$ cat src/hw/mips_consts.svh
`ifndef MIPS_CONSTS_SVH
`define MIPS_CONSTS_SVH

// Primary opcodes
`define OP_SPECIAL  6'b000000
`define OP_SPECIAL2 6'b011100
`define OP_LUI      6'b001111
`define OP_ADDI     6'b001000
`define OP_ANDI     6'b001100
`define OP_ORI      6'b001101
`define OP_LB       6'b100000
`define OP_LH       6'b100001
`define OP_LW       6'b100011
`define OP_SB       6'b101000
`define OP_SH       6'b101001
`define OP_SW       6'b101011
`define OP_BEQ      6'b000100
`define OP_BNE      6'b000101
`define OP_JAL      6'b000011

// Function codes under OP_SPECIAL
`define FN_ADD      6'b100000
`define FN_ADDU     6'b100001
`define FN_SUB      6'b100010
`define FN_AND      6'b100100
`define FN_OR       6'b100101
`define FN_SLT      6'b101010
`define FN_SLTU     6'b101011
`define FN_MULT     6'b011000
`define FN_MULTU    6'b011001
`define FN_DIV      6'b011010
`define FN_DIVU     6'b011011
`define FN_MFHI     6'b010000
`define FN_MFLO     6'b010010
`define FN_MTHI     6'b010001
`define FN_MTLO     6'b010011
`define FN_JR       6'b001000
// madd lives under OP_SPECIAL2
`define FN_MADD     6'b000000

// Busy length of the multiply/divide unit, in cycles
`define MULT_CYCLES 5
`define DIV_CYCLES  10

`endif
$ cat src/hw/dataPkg.sv
package dataPkg;

    typedef logic [31:0] word_t;

    typedef logic [4:0] regAddr_t;

    // Instruction fields
    typedef logic [5:0] opcode_t;
    typedef logic [5:0] funct_t;

endpackage

$ cat src/hw/ctrlPkg.sv
package ctrlPkg;
    import dataPkg::*;

    typedef enum logic [1:0] {NPC_PC4, NPC_BR, NPC_JL, NPC_JR} npcOp_e;

    typedef enum logic [2:0] {
        ALU_ADD, ALU_SUB, ALU_OR, ALU_AND, ALU_SLT, ALU_SLTU
    } aluOp_e;

    typedef enum logic [1:0] {EXT_ZERO, EXT_SIGN, EXT_LUI} extOp_e;

    typedef enum logic [3:0] {
        MDU_NONE, MDU_MULT, MDU_MULTU, MDU_DIV, MDU_DIVU,
        MDU_MFHI, MDU_MFLO, MDU_MTHI, MDU_MTLO, MDU_MADD
    } mduOp_e;

    typedef enum logic [1:0] {WRSEL_RT, WRSEL_RD, WRSEL_R31} rfWrSel_e;

    typedef enum logic [1:0] {WDSEL_EU, WDSEL_DMRD, WDSEL_PC8} rfWdSel_e;

    typedef enum logic {BSEL_RT, BSEL_IMM} aluBSel_e;

    typedef enum logic [1:0] {CMP_NONE, CMP_BEQ, CMP_BNE} cmpOp_e;

    typedef enum logic [1:0] {DM_NONE, DM_W, DM_H, DM_B} dmOp_e;

    // One in-flight instruction as seen by the hazard logic
    typedef struct packed {
        logic     writes;
        regAddr_t dest;
        logic     isLoad;
        logic     mdStart;
    } stageInfo_t;

endpackage

$ cat src/hw/instrClassIf.sv
`timescale 1ns/1ns

interface instrClassIf import dataPkg::*; ();
    // Instruction class
    logic calcR, calcI, lui, md, mt, mf, madd;
    logic load, store, branch, jal, jr;

    // Register usage
    logic     readsRs, readsRt;
    regAddr_t rs, rt, dest;
    logic     writes;

    modport decoder (
        output calcR, calcI, lui, md, mt, mf, madd, load, store, branch, jal, jr,
        output readsRs, readsRt, rs, rt, dest, writes
    );

    modport stall (
        input calcR, calcI, lui, md, mt, mf, madd, load, store, branch, jal, jr,
        input readsRs, readsRt, rs, rt, dest, writes
    );
endinterface

$ cat src/hw/stallUnit.sv
`timescale 1ns/1ns

module stallUnit import ctrlPkg::*, dataPkg::*; (
    input  logic     clk,
    input  logic     rstN,
    instrClassIf.stall cls,
    input  mduOp_e   mduOp,
    input  aluOp_e   aluOp,
    input  logic     rfWrEn,
    input  logic     mdBusy,
    output logic     stall,
    output logic     eMdStart,
    output mduOp_e   eMduOp,
    output aluOp_e   eAluOp,
    output logic     eRfWrEn,
    output regAddr_t eDest
);
    stageInfo_t decInfo, exec, mem;
    logic decValid, needsCmp, needsMdu;
    logic loadUse, cmpOnExec, cmpOnMemLoad, mduHold;

    // True when stage s will write register r
    function automatic logic hits(stageInfo_t s, regAddr_t r);
        return s.writes && (s.dest != '0) && (s.dest == r);
    endfunction

    function automatic logic readsFrom(stageInfo_t s, logic rdRs, logic rdRt,
                                       regAddr_t rs, regAddr_t rt);
        return (rdRs && hits(s, rs)) || (rdRt && hits(s, rt));
    endfunction

    // Anything unrecognized enters exec as a bubble
    assign decValid = cls.calcR || cls.calcI || cls.lui || cls.md || cls.mt || cls.mf ||
                      cls.madd || cls.load || cls.store || cls.branch || cls.jal || cls.jr;

    assign decInfo.writes  = decValid && cls.writes;
    assign decInfo.dest    = cls.dest;
    assign decInfo.isLoad  = cls.load;
    assign decInfo.mdStart = cls.md || cls.madd;

    ////////////////////
    // Hazard detection
    ////////////////////
    assign needsCmp = cls.branch || cls.jr;
    assign needsMdu = cls.md || cls.mt || cls.mf || cls.madd;

    assign loadUse      = exec.isLoad &&
                          readsFrom(exec, cls.readsRs, cls.readsRt, cls.rs, cls.rt);
    assign cmpOnExec    = needsCmp &&
                          readsFrom(exec, cls.readsRs, cls.readsRt, cls.rs, cls.rt);
    assign cmpOnMemLoad = needsCmp && mem.isLoad &&
                          readsFrom(mem, cls.readsRs, cls.readsRt, cls.rs, cls.rt);
    assign mduHold      = needsMdu && (mdBusy || exec.mdStart);

    assign stall = loadUse || cmpOnExec || cmpOnMemLoad || mduHold;

    ////////////////////
    // Exec and mem registers
    ////////////////////
    always_ff @(posedge clk or negedge rstN) begin
        if (!rstN) begin
            exec    <= '0;
            mem     <= '0;
            eMduOp  <= MDU_NONE;
            eAluOp  <= ALU_ADD;
            eRfWrEn <= 1'b0;
        end else begin
            // mem always advances, stall only blocks decode
            mem <= exec;
            if (stall) begin
                exec    <= '0;
                eMduOp  <= MDU_NONE;
                eAluOp  <= ALU_ADD;
                eRfWrEn <= 1'b0;
            end else begin
                exec    <= decInfo;
                eMduOp  <= decValid ? mduOp : MDU_NONE;
                eAluOp  <= aluOp;
                eRfWrEn <= rfWrEn;
            end
        end
    end

    assign eMdStart = exec.mdStart;
    assign eDest    = exec.dest;
endmodule

$ cat src/flat_wrapper.sv
// flat-port wrapper written by rule: the top's interface ports become plain ports
module stallUnit_flat import ctrlPkg::*, dataPkg::*;
  (clk, rstN, mduOp, aluOp, rfWrEn, mdBusy, stall, eMdStart, eMduOp, eAluOp, eRfWrEn, eDest, cls_calcR, cls_calcI, cls_lui, cls_md, cls_mt, cls_mf, cls_madd, cls_load, cls_store, cls_branch, cls_jal, cls_jr, cls_readsRs, cls_readsRt, cls_rs, cls_rt, cls_dest, cls_writes);
  instrClassIf cls_i ();
  input  logic clk;
  input  logic rstN;
  input  mduOp_e mduOp;
  input  aluOp_e aluOp;
  input  logic rfWrEn;
  input  logic mdBusy;
  output logic stall;
  output logic eMdStart;
  output mduOp_e eMduOp;
  output aluOp_e eAluOp;
  output logic eRfWrEn;
  output regAddr_t eDest;
  input wire logic [$bits(cls_i.calcR)-1:0] cls_calcR;
  input wire logic [$bits(cls_i.calcI)-1:0] cls_calcI;
  input wire logic [$bits(cls_i.lui)-1:0] cls_lui;
  input wire logic [$bits(cls_i.md)-1:0] cls_md;
  input wire logic [$bits(cls_i.mt)-1:0] cls_mt;
  input wire logic [$bits(cls_i.mf)-1:0] cls_mf;
  input wire logic [$bits(cls_i.madd)-1:0] cls_madd;
  input wire logic [$bits(cls_i.load)-1:0] cls_load;
  input wire logic [$bits(cls_i.store)-1:0] cls_store;
  input wire logic [$bits(cls_i.branch)-1:0] cls_branch;
  input wire logic [$bits(cls_i.jal)-1:0] cls_jal;
  input wire logic [$bits(cls_i.jr)-1:0] cls_jr;
  input wire logic [$bits(cls_i.readsRs)-1:0] cls_readsRs;
  input wire logic [$bits(cls_i.readsRt)-1:0] cls_readsRt;
  input wire logic [$bits(cls_i.rs)-1:0] cls_rs;
  input wire logic [$bits(cls_i.rt)-1:0] cls_rt;
  input wire logic [$bits(cls_i.dest)-1:0] cls_dest;
  input wire logic [$bits(cls_i.writes)-1:0] cls_writes;
  assign cls_i.calcR = cls_calcR;
  assign cls_i.calcI = cls_calcI;
  assign cls_i.lui = cls_lui;
  assign cls_i.md = cls_md;
  assign cls_i.mt = cls_mt;
  assign cls_i.mf = cls_mf;
  assign cls_i.madd = cls_madd;
  assign cls_i.load = cls_load;
  assign cls_i.store = cls_store;
  assign cls_i.branch = cls_branch;
  assign cls_i.jal = cls_jal;
  assign cls_i.jr = cls_jr;
  assign cls_i.readsRs = cls_readsRs;
  assign cls_i.readsRt = cls_readsRt;
  assign cls_i.rs = cls_rs;
  assign cls_i.rt = cls_rt;
  assign cls_i.dest = cls_dest;
  assign cls_i.writes = cls_writes;
  stallUnit u_core (.clk(clk), .rstN(rstN), .cls(cls_i), .mduOp(mduOp), .aluOp(aluOp), .rfWrEn(rfWrEn), .mdBusy(mdBusy), .stall(stall), .eMdStart(eMdStart), .eMduOp(eMduOp), .eAluOp(eAluOp), .eRfWrEn(eRfWrEn), .eDest(eDest));
endmodule
$ cat config.mk
export PLATFORM = sky130hd
export DESIGN_NAME = stallUnit_flat
export DESIGN_NICKNAME = d
export VERILOG_FILES = /design/src/hw/mips_consts.svh /design/src/hw/dataPkg.sv /design/src/hw/ctrlPkg.sv /design/src/hw/instrClassIf.sv /design/src/hw/stallUnit.sv /design/src/flat_wrapper.sv
export SDC_FILE = /design/constraint.sdc
export NUM_CORES = 1
export LEC_CHECK = 0
export ABC_AREA = 0
export BUFFER_PORTS_ARGS = -buffer_cell sky130_fd_sc_hd__buf_2
export CAP_MARGIN = 20
export CORE_MARGIN = 2
export CORE_UTILIZATION = 45
export DETAILED_ROUTE_END_ITERATION = 7
export GPL_ROUTABILITY_DRIVEN = 0
export PLACE_DENSITY = 0.79
export RECOVER_POWER = 100
export SYNTH_ARGS = -nofsm -noshare
export SYNTH_HDL_FRONTEND = slang
export SYNTH_SLANG_ARGS = --single-unit
$ cat constraint.sdc
create_clock -name clk -period 2.3 [get_ports clk]
set_input_delay 0.23 -clock clk [delete_from_list [all_inputs] [get_ports clk]]
set_output_delay 0.23 -clock clk [all_outputs]
set_load 0.05 [all_outputs]
==> summary.txt <==
Synth
  – FFs w/ async S/R, synth: 100.0%
  – Top cell type's share of synthesized area: roughly half
  – Synthesis warning total: 0
  – Synth Net Count: 135
  – Main area contributors after synthesis: dfrtp_1, xor2_1, nor3_2, nor3b_2, nor3b_1
  – Most instantiated library cell after synthesis: dfrtp_1
  – Area leader, netlist: dfrtp_1
  – Post-Syn Instances: between 90 and 100
  – EDFF count, synth: 0
  – Register bit total from synthesis: 23
  – Commonest cells in the synthesized netlist: dfrtp_1, xor2_1, nand2_1, nor3_2, nor3b_1
  – Main synth FF type: dfrtp_1
  – Seq/Total Area, Yosys: 50.61%
  – Mapped Area: ~1100 µm²
  – Post-synthesis area per instance: 12.10 µm²
  – Synth cell types: 24

Detailed routing
  – DRC Markers: 0
  – Wire per inst: 14.18 µm
  – Post-route ant nets: 0
  – Detailed Routing Iterations Pass 1: 3
  – Via density: 5.033
  – Final wirelength: 2567 µm
  – Vias post-DR: 911
  – Iter 0 DRT Violations: 5

Setup path
  – Crit-path max FO: 3
  – Critical path type: register to output port
  – Critical path launch point type: register
  – Worst EP arrival: 1960 ps
  – Buf/Inv on CP: 1
  – Worst path slowest cell: or4_1
  – Worst path cell trace: or4_1, o2111ai_2, a21oi_2, or2_1, buf_6
  – Crit. End Element: output port
  – Cell family with most CP delay: simple AND/OR/NAND/NOR gates
  – CP Data Required Time: about 2100 ps
  – Max stage delay on crit path: 540 ps

Layout
  – Inserted Diodes: 0
  – Fillers: 228
  – Net count, final: 193
  – Final Core Density: 57.97%
  – P&R area growth vs syn: 23.98%
  – Fraction of layout instances using a drive strength above 1: between 30% and 40%

Clock network
  – Clock Latency Late Sink: 310 ps
  – Clock Pin Slew Worst Setup and Hold Paths: 110 ps
  – Worst-case clock buffer depth: 2
  – CTS root buffer: clkbuf_4
  – Total CTS buffers: 3
  – Htree depth: 1
  – Num Clock Sinks: 23
  – CTS tree: yes

Floorplan
  – Rows: 18
  – I/O pin total: 56
  – Initial core utilization: ~47%
  – Die Ht: 54.28 µm
  – Placeable core area: 2432 µm²
  – DIE WIDTH: roughly 54 µm
  – Die ar.: 2946 µm²

Timing
  – Final period util: around 95%
  – Max-slew headroom: 19.08%
  – RSZ-0062 raised after global routing: false
  – Final Hold Fails: 0
  – Fin crit period: between 2000 and 2500 ps
  – Clk_skew: 2.302 ps
  – Slew @ Worst Pin: roughly 1200 ps
  – Max Clk Rate: 0.4559 GHz
  – Max Slew Vio Count: 0
  – Final setup fails: 0
  – Setup TNS: 0 ps

GRT
  – Pin count of the biggest net entering global routing: 24
  – Number of global-route vias before repair: between 800 and 900
  – Grt total ovfl: 0
  – Global-route wire length before repair: 3843 µm
  – Initial antenna violation count: 0
  – Total Routing Usage GR: 19.39%

Placed design
  – Dpl hpwl: roughly 2000 µm
  – I/O Buffers: 55

Status
  – Run status: completed

Pwr
  – Leakage power: 0.6801 nW
  – P per Cell Area: 604.5 nW/µm²
  – Peak supply drop: 563.1 µV

Worst hold path
  – HP Class: input port to register

Job
  – Maxcap violations: 0
sequential cells by signal, summed over array words and instances (netlist names):
signal / cells
u_core.eDest: 5
u_core.eMduOp: 4
u_core.mem: 7
u_core.eRfWrEn: 1
u_core.exec: 2
u_core.eAluOp: 3
u_core.eMdStart: 1
per-stage QoR:
stage                     area (µm²)  cells  worst slack, ps  total power (W)  hold slack [ps]
after detailed placement        1405    174            380.4        0.0006815            226.7
after global placement          1405    174            435.2        0.0006756            216.5
after floorplan                 1137     94            407.0        0.0006075           -65.59
final                           1410    181            106.4        0.0008524            125.2
after CTS                       1441    179            20.35        0.0008630            127.5
after global routing            1410    181            3.812        0.0008978            103.1
kinds of logic (layout without fill, tap and decap cells):
kind of cell | Yosys count | count (layout) | synth area share [%]
AOI/OAI and AO/OA | 6 | 6 | 4.840
xor gates and xnor gates | 20 | 20 | 15.40
buffers and inverters | 7 | 64 | 5.281
DFF | 23 | 23 | 50.60
and+or+nand+nor | 38 | 38 | 23.87
final cells by class:
cell class	count	area (µm²)	share of cell area (%)
timing repair buffer	60	300.3	21.30
sequential	23	578.1	40.99
multi-input combinational	64	467.9	33.19
tap	30	37.54	2.662
clock buffer	4	26.28	1.863
worst paths after layout:
path / endpoint / slack [ps] / from / cells past startpoint
setup / recovery: stall / 110 / u_core.mem[2]$_DFF_PN0_ / 5
hold / removal: u_core.eMduOp[3]$_DFF_PN0_ / 130 / mduOp[3] / 3
setup reg to reg: u_core.eAluOp[1]$_DFF_PN0_ / 430 / u_core.eDest[0]$_DFF_PN0_ / 7
hold reg to reg: u_core.mem[7]$_DFF_PN0_ / 410 / u_core.exec[7]$_DFF_PN0_ / 0
max in group asynchronous: u_core.eDest[3]$_DFF_PN0_ / 810 / rstN / 2
min in group asynchronous: u_core.eAluOp[0]$_DFF_PN0_ / 690 / rstN / 2
report_power, final:
group          total [W]  internal [W]  switching [W]  leakage [nW]
registers       0.000457      0.000432      0.0000248         0.299
logic           0.000213     0.0000759       0.000137         0.366
clock network   0.000182     0.0000678       0.000115        0.0150
total           0.000852      0.000576       0.000276         0.680
routing by layer:
layer / global-route usage [%] / wire, µm / up-vias
li1: - / - / 440
met1: 23.75 / 1114 / 419
met2: 31.93 / 1197 / 47
met3: 4.372 / 205 / 5
met4: 10.00 / 49 / 0
met5: 0 / 0 / -
placed cells by master, fill, tap and decap left out, types with 3 or more instances in the layout:
cell / count
nor3_1: 5
nor4_1: 5
xnor2_1: 4
clkbuf_4: 3
buf_2: 39
clkbuf_1: 16
nand2_1: 6
xor2_1: 16
nor3b_1: 10
dfrtp_1: 21
buf_4: 3
what timing repair did:
item	in CTS	in global routing
gates resized for setup	0	7
hold buffers	1	0
hold endpoints to repair	23	0
setup endpoints to repair	0	1
buffers inserted	0	2
tightest hold or removal path: cells and delay by family:
kind	cells	cell delay [ps]
buf+inv	1	100
simple gates	2	90
Power figures use the tool's default switching activity.
