[src/hw/mips_consts.svh]
`ifndef MIPS_CONSTS_SVH
`define MIPS_CONSTS_SVH

// Primary opcodes
`define OP_SPECIAL  6'b000000
`define OP_SPECIAL2 6'b011100
`define OP_LUI      6'b001111
`define OP_ADDI     6'b001000
`define OP_ANDI     6'b001100
`define OP_ORI      6'b001101
`define OP_LB       6'b100000
`define OP_LH       6'b100001
`define OP_LW       6'b100011
`define OP_SB       6'b101000
`define OP_SH       6'b101001
`define OP_SW       6'b101011
`define OP_BEQ      6'b000100
`define OP_BNE      6'b000101
`define OP_JAL      6'b000011

// Function codes under OP_SPECIAL
`define FN_ADD      6'b100000
`define FN_ADDU     6'b100001
`define FN_SUB      6'b100010
`define FN_AND      6'b100100
`define FN_OR       6'b100101
`define FN_SLT      6'b101010
`define FN_SLTU     6'b101011
`define FN_MULT     6'b011000
`define FN_MULTU    6'b011001
`define FN_DIV      6'b011010
`define FN_DIVU     6'b011011
`define FN_MFHI     6'b010000
`define FN_MFLO     6'b010010
`define FN_MTHI     6'b010001
`define FN_MTLO     6'b010011
`define FN_JR       6'b001000
// madd lives under OP_SPECIAL2
`define FN_MADD     6'b000000

// Busy length of the multiply/divide unit, in cycles
`define MULT_CYCLES 5
`define DIV_CYCLES  10

`endif
[src/hw/dataPkg.sv]
package dataPkg;

    typedef logic [31:0] word_t;

    typedef logic [4:0] regAddr_t;

    // Instruction fields
    typedef logic [5:0] opcode_t;
    typedef logic [5:0] funct_t;

endpackage

[src/hw/ctrlPkg.sv]
package ctrlPkg;
    import dataPkg::*;

    typedef enum logic [1:0] {NPC_PC4, NPC_BR, NPC_JL, NPC_JR} npcOp_e;

    typedef enum logic [2:0] {
        ALU_ADD, ALU_SUB, ALU_OR, ALU_AND, ALU_SLT, ALU_SLTU
    } aluOp_e;

    typedef enum logic [1:0] {EXT_ZERO, EXT_SIGN, EXT_LUI} extOp_e;

    typedef enum logic [3:0] {
        MDU_NONE, MDU_MULT, MDU_MULTU, MDU_DIV, MDU_DIVU,
        MDU_MFHI, MDU_MFLO, MDU_MTHI, MDU_MTLO, MDU_MADD
    } mduOp_e;

    typedef enum logic [1:0] {WRSEL_RT, WRSEL_RD, WRSEL_R31} rfWrSel_e;

    typedef enum logic [1:0] {WDSEL_EU, WDSEL_DMRD, WDSEL_PC8} rfWdSel_e;

    typedef enum logic {BSEL_RT, BSEL_IMM} aluBSel_e;

    typedef enum logic [1:0] {CMP_NONE, CMP_BEQ, CMP_BNE} cmpOp_e;

    typedef enum logic [1:0] {DM_NONE, DM_W, DM_H, DM_B} dmOp_e;

    // One in-flight instruction as seen by the hazard logic
    typedef struct packed {
        logic     writes;
        regAddr_t dest;
        logic     isLoad;
        logic     mdStart;
    } stageInfo_t;

endpackage

[src/hw/instrClassIf.sv]
`timescale 1ns/1ns

interface instrClassIf import dataPkg::*; ();
    // Instruction class
    logic calcR, calcI, lui, md, mt, mf, madd;
    logic load, store, branch, jal, jr;

    // Register usage
    logic     readsRs, readsRt;
    regAddr_t rs, rt, dest;
    logic     writes;

    modport decoder (
        output calcR, calcI, lui, md, mt, mf, madd, load, store, branch, jal, jr,
        output readsRs, readsRt, rs, rt, dest, writes
    );

    modport stall (
        input calcR, calcI, lui, md, mt, mf, madd, load, store, branch, jal, jr,
        input readsRs, readsRt, rs, rt, dest, writes
    );
endinterface

[src/hw/ctrlDecoder.sv]
`timescale 1ns/1ns
`include "mips_consts.svh"

module ctrlDecoder import ctrlPkg::*, dataPkg::*; (
    input  word_t    instr,
    output npcOp_e   npcOp,
    output aluOp_e   aluOp,
    output extOp_e   extOp,
    output mduOp_e   mduOp,
    output logic     rfWrEn,
    output rfWrSel_e rfWrSel,
    output rfWdSel_e rfWdSel,
    output aluBSel_e aluBSel,
    output cmpOp_e   cmpOp,
    output logic     dmWrEn,
    output dmOp_e    dmOp,
    output logic     dmSignExt,
    instrClassIf.decoder cls
);
    opcode_t  opcode;
    funct_t   funct;
    regAddr_t rd;
    logic     special;

    logic isAdd, isAddu, isSub, isAnd, isOr, isSlt, isSltu, isLui;
    logic isAddi, isAndi, isOri;
    logic isLb, isLh, isLw, isSb, isSh, isSw;
    logic isMult, isMultu, isDiv, isDivu, isMfhi, isMflo, isMthi, isMtlo, isMadd;
    logic isBeq, isBne, isJal, isJr;

    assign opcode  = instr[31:26];
    assign funct   = instr[5:0];
    assign rd      = instr[15:11];
    assign special = (opcode == `OP_SPECIAL);

    ////////////////////
    // Instruction strobes
    ////////////////////
    assign isAdd   = special && funct == `FN_ADD;
    assign isAddu  = special && funct == `FN_ADDU;
    assign isSub   = special && funct == `FN_SUB;
    assign isAnd   = special && funct == `FN_AND;
    assign isOr    = special && funct == `FN_OR;
    assign isSlt   = special && funct == `FN_SLT;
    assign isSltu  = special && funct == `FN_SLTU;
    assign isMult  = special && funct == `FN_MULT;
    assign isMultu = special && funct == `FN_MULTU;
    assign isDiv   = special && funct == `FN_DIV;
    assign isDivu  = special && funct == `FN_DIVU;
    assign isMfhi  = special && funct == `FN_MFHI;
    assign isMflo  = special && funct == `FN_MFLO;
    assign isMthi  = special && funct == `FN_MTHI;
    assign isMtlo  = special && funct == `FN_MTLO;
    assign isJr    = special && funct == `FN_JR;
    assign isMadd  = opcode == `OP_SPECIAL2 && funct == `FN_MADD;

    assign isLui  = opcode == `OP_LUI;
    assign isAddi = opcode == `OP_ADDI;
    assign isAndi = opcode == `OP_ANDI;
    assign isOri  = opcode == `OP_ORI;
    assign isLb   = opcode == `OP_LB;
    assign isLh   = opcode == `OP_LH;
    assign isLw   = opcode == `OP_LW;
    assign isSb   = opcode == `OP_SB;
    assign isSh   = opcode == `OP_SH;
    assign isSw   = opcode == `OP_SW;
    assign isBeq  = opcode == `OP_BEQ;
    assign isBne  = opcode == `OP_BNE;
    assign isJal  = opcode == `OP_JAL;

    ////////////////////
    // Class flags
    ////////////////////
    assign cls.calcR  = isAdd || isAddu || isSub || isAnd || isOr || isSlt || isSltu;
    assign cls.calcI  = isAddi || isAndi || isOri;
    assign cls.lui    = isLui;
    assign cls.md     = isMult || isMultu || isDiv || isDivu;
    assign cls.mt     = isMthi || isMtlo;
    assign cls.mf     = isMfhi || isMflo;
    assign cls.madd   = isMadd;
    assign cls.load   = isLb || isLh || isLw;
    assign cls.store  = isSb || isSh || isSw;
    assign cls.branch = isBeq || isBne;
    assign cls.jal    = isJal;
    assign cls.jr     = isJr;

    ////////////////////
    // Control fields, first match wins
    ////////////////////
    assign npcOp = cls.branch ? NPC_BR : isJal ? NPC_JL : isJr ? NPC_JR : NPC_PC4;

    assign rfWrEn = cls.calcR || cls.calcI || isLui || cls.mf || cls.load || isJal;

    assign rfWrSel = (cls.calcI || isLui || cls.load) ? WRSEL_RT :
                     (cls.calcR || cls.mf)            ? WRSEL_RD :
                     isJal                            ? WRSEL_R31 : WRSEL_RT;

    assign rfWdSel = cls.load ? WDSEL_DMRD : isJal ? WDSEL_PC8 : WDSEL_EU;

    assign extOp = (cls.load || cls.store || isAddi) ? EXT_SIGN :
                   isLui                             ? EXT_LUI  : EXT_ZERO;

    assign mduOp = isMult  ? MDU_MULT  :
                   isMultu ? MDU_MULTU :
                   isDiv   ? MDU_DIV   :
                   isDivu  ? MDU_DIVU  :
                   isMfhi  ? MDU_MFHI  :
                   isMflo  ? MDU_MFLO  :
                   isMthi  ? MDU_MTHI  :
                   isMtlo  ? MDU_MTLO  :
                   isMadd  ? MDU_MADD  : MDU_NONE;

    assign aluOp = isSub            ? ALU_SUB  :
                   (isOr || isOri)   ? ALU_OR   :
                   (isAnd || isAndi) ? ALU_AND  :
                   isSlt            ? ALU_SLT  :
                   isSltu           ? ALU_SLTU : ALU_ADD;

    assign aluBSel = (cls.calcI || isLui || cls.load || cls.store) ? BSEL_IMM : BSEL_RT;

    assign cmpOp = isBeq ? CMP_BEQ : isBne ? CMP_BNE : CMP_NONE;

    assign dmWrEn    = cls.store;
    assign dmOp      = (isLw || isSw) ? DM_W : (isLh || isSh) ? DM_H :
                       (isLb || isSb) ? DM_B : DM_NONE;
    assign dmSignExt = isLb || isLh;

    ////////////////////
    // Register usage for hazard checks
    ////////////////////
    assign cls.rs = instr[25:21];
    assign cls.rt = instr[20:16];

    assign cls.readsRs = cls.calcR || cls.calcI || cls.load || cls.store || cls.branch ||
                         isJr || cls.md || cls.mt || isMadd;
    assign cls.readsRt = cls.calcR || cls.store || cls.branch || cls.md || isMadd;

    // Zero when nothing is written, so a stale field never matches
    assign cls.dest = !rfWrEn              ? '0           :
                      rfWrSel == WRSEL_RD  ? rd           :
                      rfWrSel == WRSEL_R31 ? regAddr_t'(31) : cls.rt;
    assign cls.writes = rfWrEn && (cls.dest != '0);
endmodule

[src/flat_wrapper.sv]
// flat-port wrapper written by rule: the top's interface ports become plain ports
module ctrlDecoder_flat import ctrlPkg::*, dataPkg::*;
  (instr, npcOp, aluOp, extOp, mduOp, rfWrEn, rfWrSel, rfWdSel, aluBSel, cmpOp, dmWrEn, dmOp, dmSignExt, cls_calcR, cls_calcI, cls_lui, cls_md, cls_mt, cls_mf, cls_madd, cls_load, cls_store, cls_branch, cls_jal, cls_jr, cls_readsRs, cls_readsRt, cls_rs, cls_rt, cls_dest, cls_writes);
  instrClassIf cls_i ();
  input  word_t instr;
  output npcOp_e npcOp;
  output aluOp_e aluOp;
  output extOp_e extOp;
  output mduOp_e mduOp;
  output logic rfWrEn;
  output rfWrSel_e rfWrSel;
  output rfWdSel_e rfWdSel;
  output aluBSel_e aluBSel;
  output cmpOp_e cmpOp;
  output logic dmWrEn;
  output dmOp_e dmOp;
  output logic dmSignExt;
  output wire logic [$bits(cls_i.calcR)-1:0] cls_calcR;
  output wire logic [$bits(cls_i.calcI)-1:0] cls_calcI;
  output wire logic [$bits(cls_i.lui)-1:0] cls_lui;
  output wire logic [$bits(cls_i.md)-1:0] cls_md;
  output wire logic [$bits(cls_i.mt)-1:0] cls_mt;
  output wire logic [$bits(cls_i.mf)-1:0] cls_mf;
  output wire logic [$bits(cls_i.madd)-1:0] cls_madd;
  output wire logic [$bits(cls_i.load)-1:0] cls_load;
  output wire logic [$bits(cls_i.store)-1:0] cls_store;
  output wire logic [$bits(cls_i.branch)-1:0] cls_branch;
  output wire logic [$bits(cls_i.jal)-1:0] cls_jal;
  output wire logic [$bits(cls_i.jr)-1:0] cls_jr;
  output wire logic [$bits(cls_i.readsRs)-1:0] cls_readsRs;
  output wire logic [$bits(cls_i.readsRt)-1:0] cls_readsRt;
  output wire logic [$bits(cls_i.rs)-1:0] cls_rs;
  output wire logic [$bits(cls_i.rt)-1:0] cls_rt;
  output wire logic [$bits(cls_i.dest)-1:0] cls_dest;
  output wire logic [$bits(cls_i.writes)-1:0] cls_writes;
  assign cls_calcR = cls_i.calcR;
  assign cls_calcI = cls_i.calcI;
  assign cls_lui = cls_i.lui;
  assign cls_md = cls_i.md;
  assign cls_mt = cls_i.mt;
  assign cls_mf = cls_i.mf;
  assign cls_madd = cls_i.madd;
  assign cls_load = cls_i.load;
  assign cls_store = cls_i.store;
  assign cls_branch = cls_i.branch;
  assign cls_jal = cls_i.jal;
  assign cls_jr = cls_i.jr;
  assign cls_readsRs = cls_i.readsRs;
  assign cls_readsRt = cls_i.readsRt;
  assign cls_rs = cls_i.rs;
  assign cls_rt = cls_i.rt;
  assign cls_dest = cls_i.dest;
  assign cls_writes = cls_i.writes;
  ctrlDecoder u_core (.instr(instr), .npcOp(npcOp), .aluOp(aluOp), .extOp(extOp), .mduOp(mduOp), .rfWrEn(rfWrEn), .rfWrSel(rfWrSel), .rfWdSel(rfWdSel), .aluBSel(aluBSel), .cmpOp(cmpOp), .dmWrEn(dmWrEn), .dmOp(dmOp), .dmSignExt(dmSignExt), .cls(cls_i));
endmodule
[config.mk]
export PLATFORM = sky130hd
export DESIGN_NAME = ctrlDecoder_flat
export DESIGN_NICKNAME = d
export VERILOG_FILES = /design/src/hw/dataPkg.sv /design/src/hw/ctrlPkg.sv /design/src/hw/instrClassIf.sv /design/src/hw/ctrlDecoder.sv /design/src/flat_wrapper.sv
export VERILOG_INCLUDE_DIRS = /design/src /design/src/hw
export SDC_FILE = /design/constraint.sdc
export NUM_CORES = 1
export LEC_CHECK = 0
export BUFFER_PORTS_ARGS = -buffer_cell sky130_fd_sc_hd__buf_4
export CORE_MARGIN = 8
export CORE_UTILIZATION = 42
export DETAILED_ROUTE_END_ITERATION = 8
export PLACE_DENSITY_LB_ADDON = 0.25
export SYNTH_ARGS = -nofsm -noshare
export SYNTH_HDL_FRONTEND = slang
export SYNTH_SLANG_ARGS = --single-unit
export TNS_END_PERCENT = 20
[constraint.sdc]
create_clock -name vclk -period 4.27
set_clock_uncertainty 0.15 [all_clocks]
set_input_delay 0.427 -clock vclk [all_inputs]
set_output_delay 0.427 -clock vclk [all_outputs]
set_load 0.02 [all_outputs]
==> results by group <==
Worst setup path
  – Critical Path RT: approximately 3700 ps
  – Crit-path max FO: 13
  – Crit. End Element: output pin
  – Startpoint types: primary input
  – CP Class: primary input to output pin
  – Arrival time at the worst endpoint: ~2300 ps

Routing
  – Via density: around 5.6
  – First-pass DRT Iterations: 4
  – Iter 0 DRT Violations: 30
  – Via count: 1,221
  – Wire length per cell: 14.7 um
  – Antenna Nets Post-Route: 0
  – WL final: around 3200 um
  – Residual DRC count: 0

Synth
  – Post-Synthesis Net Count: between 150 and 200
  – Yosys warns: 0
  – Sequential fraction of the synthesis area: 0
  – Syn Inst Count: ~140
  – Share of the synthesized area in the top cell type: 0.117
  – Mean post-synth cell area: 6.25 sq um
  – Post-Syn Area: 900 sq um
  – Yosys cell types: between 40 and 50
  – Synth top area cells: buf_4, a211oi_1, nor2_1, nor4_1, nand2_1
  – Leading area contributor after synthesis: buf_4

Timing
  – Minimum clock period: approximately 2900 ps
  – Tcrit/Tclk final: 0.678
  – Setup TNS: 0 ps
  – Setup-failing EPs final: 0
  – Setup ws final: around 1400 ps
  – Slew Viols, Final: 0
  – Fmax: roughly 350 MHz
  – Worst Tran Pin Value: around 700 ps
  – Max_slew headroom: 0.520
  – RSZ-0062 raised after global routing: false
  – Fin. Hold Viols: 0

Min path
  – Min-delay worst type: primary input to output pin
  – Worst Hold Depth: 0

Global route
  – Gr usage total: 0.145
  – Initial antenna violation count: 0
  – Remaining Overflow, GRT: 0
  – Vias in the first global route: ~1,100
  – Pin count of the biggest net entering global routing: 14
  – First-pass GRT wire length: around 5100 um

Floorplanning
  – Chip width: approximately 62 um
  – Full die area: roughly 0.0039 sq mm
  – Io pins: between 80 and 90
  – Die height: approximately 62 um
  – Site Rows: 16
  – Initial core utilization: 0.449
  – CORE AREA: around 0.0020 sq mm

Pwr
  – PD cells: about 74 mW/mm^2
  – Leakage: about 0.65 nW
  – VDD IR max: between 40 and 50 uV

Place
  – PortBufs: 70
  – Placed cell count: around 220
  – Pre-CTS setup slack: ~1400 ps
  – Dpl hpwl: roughly 2600 um
  – GP Congestion: slightly above 0.8

Final layout
  – Layout Cells excl Fill: roughly 220
  – Layout cell share with drive strength beyond 1: 0.416
  – Ant. Diodes: 0
  – Synth-to-Final Area Change: 46.2%
  – Sequential cells: 0
  – Clk_buf instances: 0
  – # nets final: about 220
  – Reg area: 0 sq um

Run
  – Max-cap violation count: 0

Status
  – Status: finished clean

Clock network
  – Post-CTS Setup Inserts: 0
  – # resized after CTS: 0
  – # hold bufs at CTS: 0
metrics by stage:
stage          cell area (sq um)  hold WS [ps]   util  total power, W
2_1_floorplan                900           794      -       0.0000660
3_3_place_gp                1320           704  0.657       0.0000948
3_5_place_dp                1320           704  0.657       0.0000970
4_1_cts                     1320           704  0.657       0.0000972
5_1_grt                     1320           704  0.657        0.000105
6_report                    1320           704  0.657       0.0000975
cells in the final DEF (no fill, tap or decap), types with 2 or more instances in the layout:
cell type  count
a211oi_1      11
o21ai_0        4
nand4_1        2
nor2b_1        4
buf_4         70
or3_1          2
a21oi_1        2
nand3b_1       4
nor3_1         3
inv_1          7
a211o_1        2
nor4b_1        3
nand2b_1       3
nor4_1         8
nor3b_1        2
nor2_1        21
nand2_1       13
power breakdown:
| part | switching, W | internal [W] | leakage, nW |
|---|---|---|---|
| Clock | 0 | 0 | 0 |
| Combinational | 0.0000556 | 0.0000419 | 0.647 |
| Sequential | 0 | 0 | 0 |
synthesized netlist by cell type, drive strengths merged (2+ instances only):
cell type / count
a211o: 2
a211oi: 13
a21oi: 2
buf: 15
clkbuf: 9
inv: 7
nand2: 14
nand2b: 3
nand3b: 4
nand4: 2
nor2: 22
nor2b: 4
nor3: 3
nor3b: 2
nor4: 9
nor4b: 3
o21ai: 5
or3: 2
or3b: 2
or4b: 2
per-layer routing:
| metal | global-route usage | vias to the layer above | routed length (um) |
|---|---|---|---|
| met4 | 0 | 0 | 0 |
| li1 | - | 610 | - |
| met3 | 0.0412 | 0 | 274 |
| met1 | 0.185 | 559 | 1400 |
| met5 | 0 | - | 0 |
| met2 | 0.248 | 52 | 1520 |
worst max-delay path, cell delays in order:
cell and delay, ps:
buf_4 140, or4_1 720, nor2_2 460, nor4_1 130, a211oi_1 250, buf_4 180
final cells by class:
type | count | area (sq um)
Fill cell | 202 | 687
Tap cell | 27 | 33.8
Inverter | 7 | 26.3
Multi-Input combinational cell | 113 | 729
Timing Repair Buffer | 70 | 526
cells by family (layout without fill, tap and decap cells):
logic type,count (synthesis),after routing,share of synthesized area
compound gates,32,32,0.281
xor+xnor,2,2,0.0195
buf+inv,31,77,0.189
mux,1,1,0.0111
simple gates,78,78,0.499
final timing paths:
path	startpoint	end	slack, ps
max	instr[30]	cls_dest[2]	1380
min	instr[21]	cls_rs[0]	700
Power figures use the tool's default switching activity.
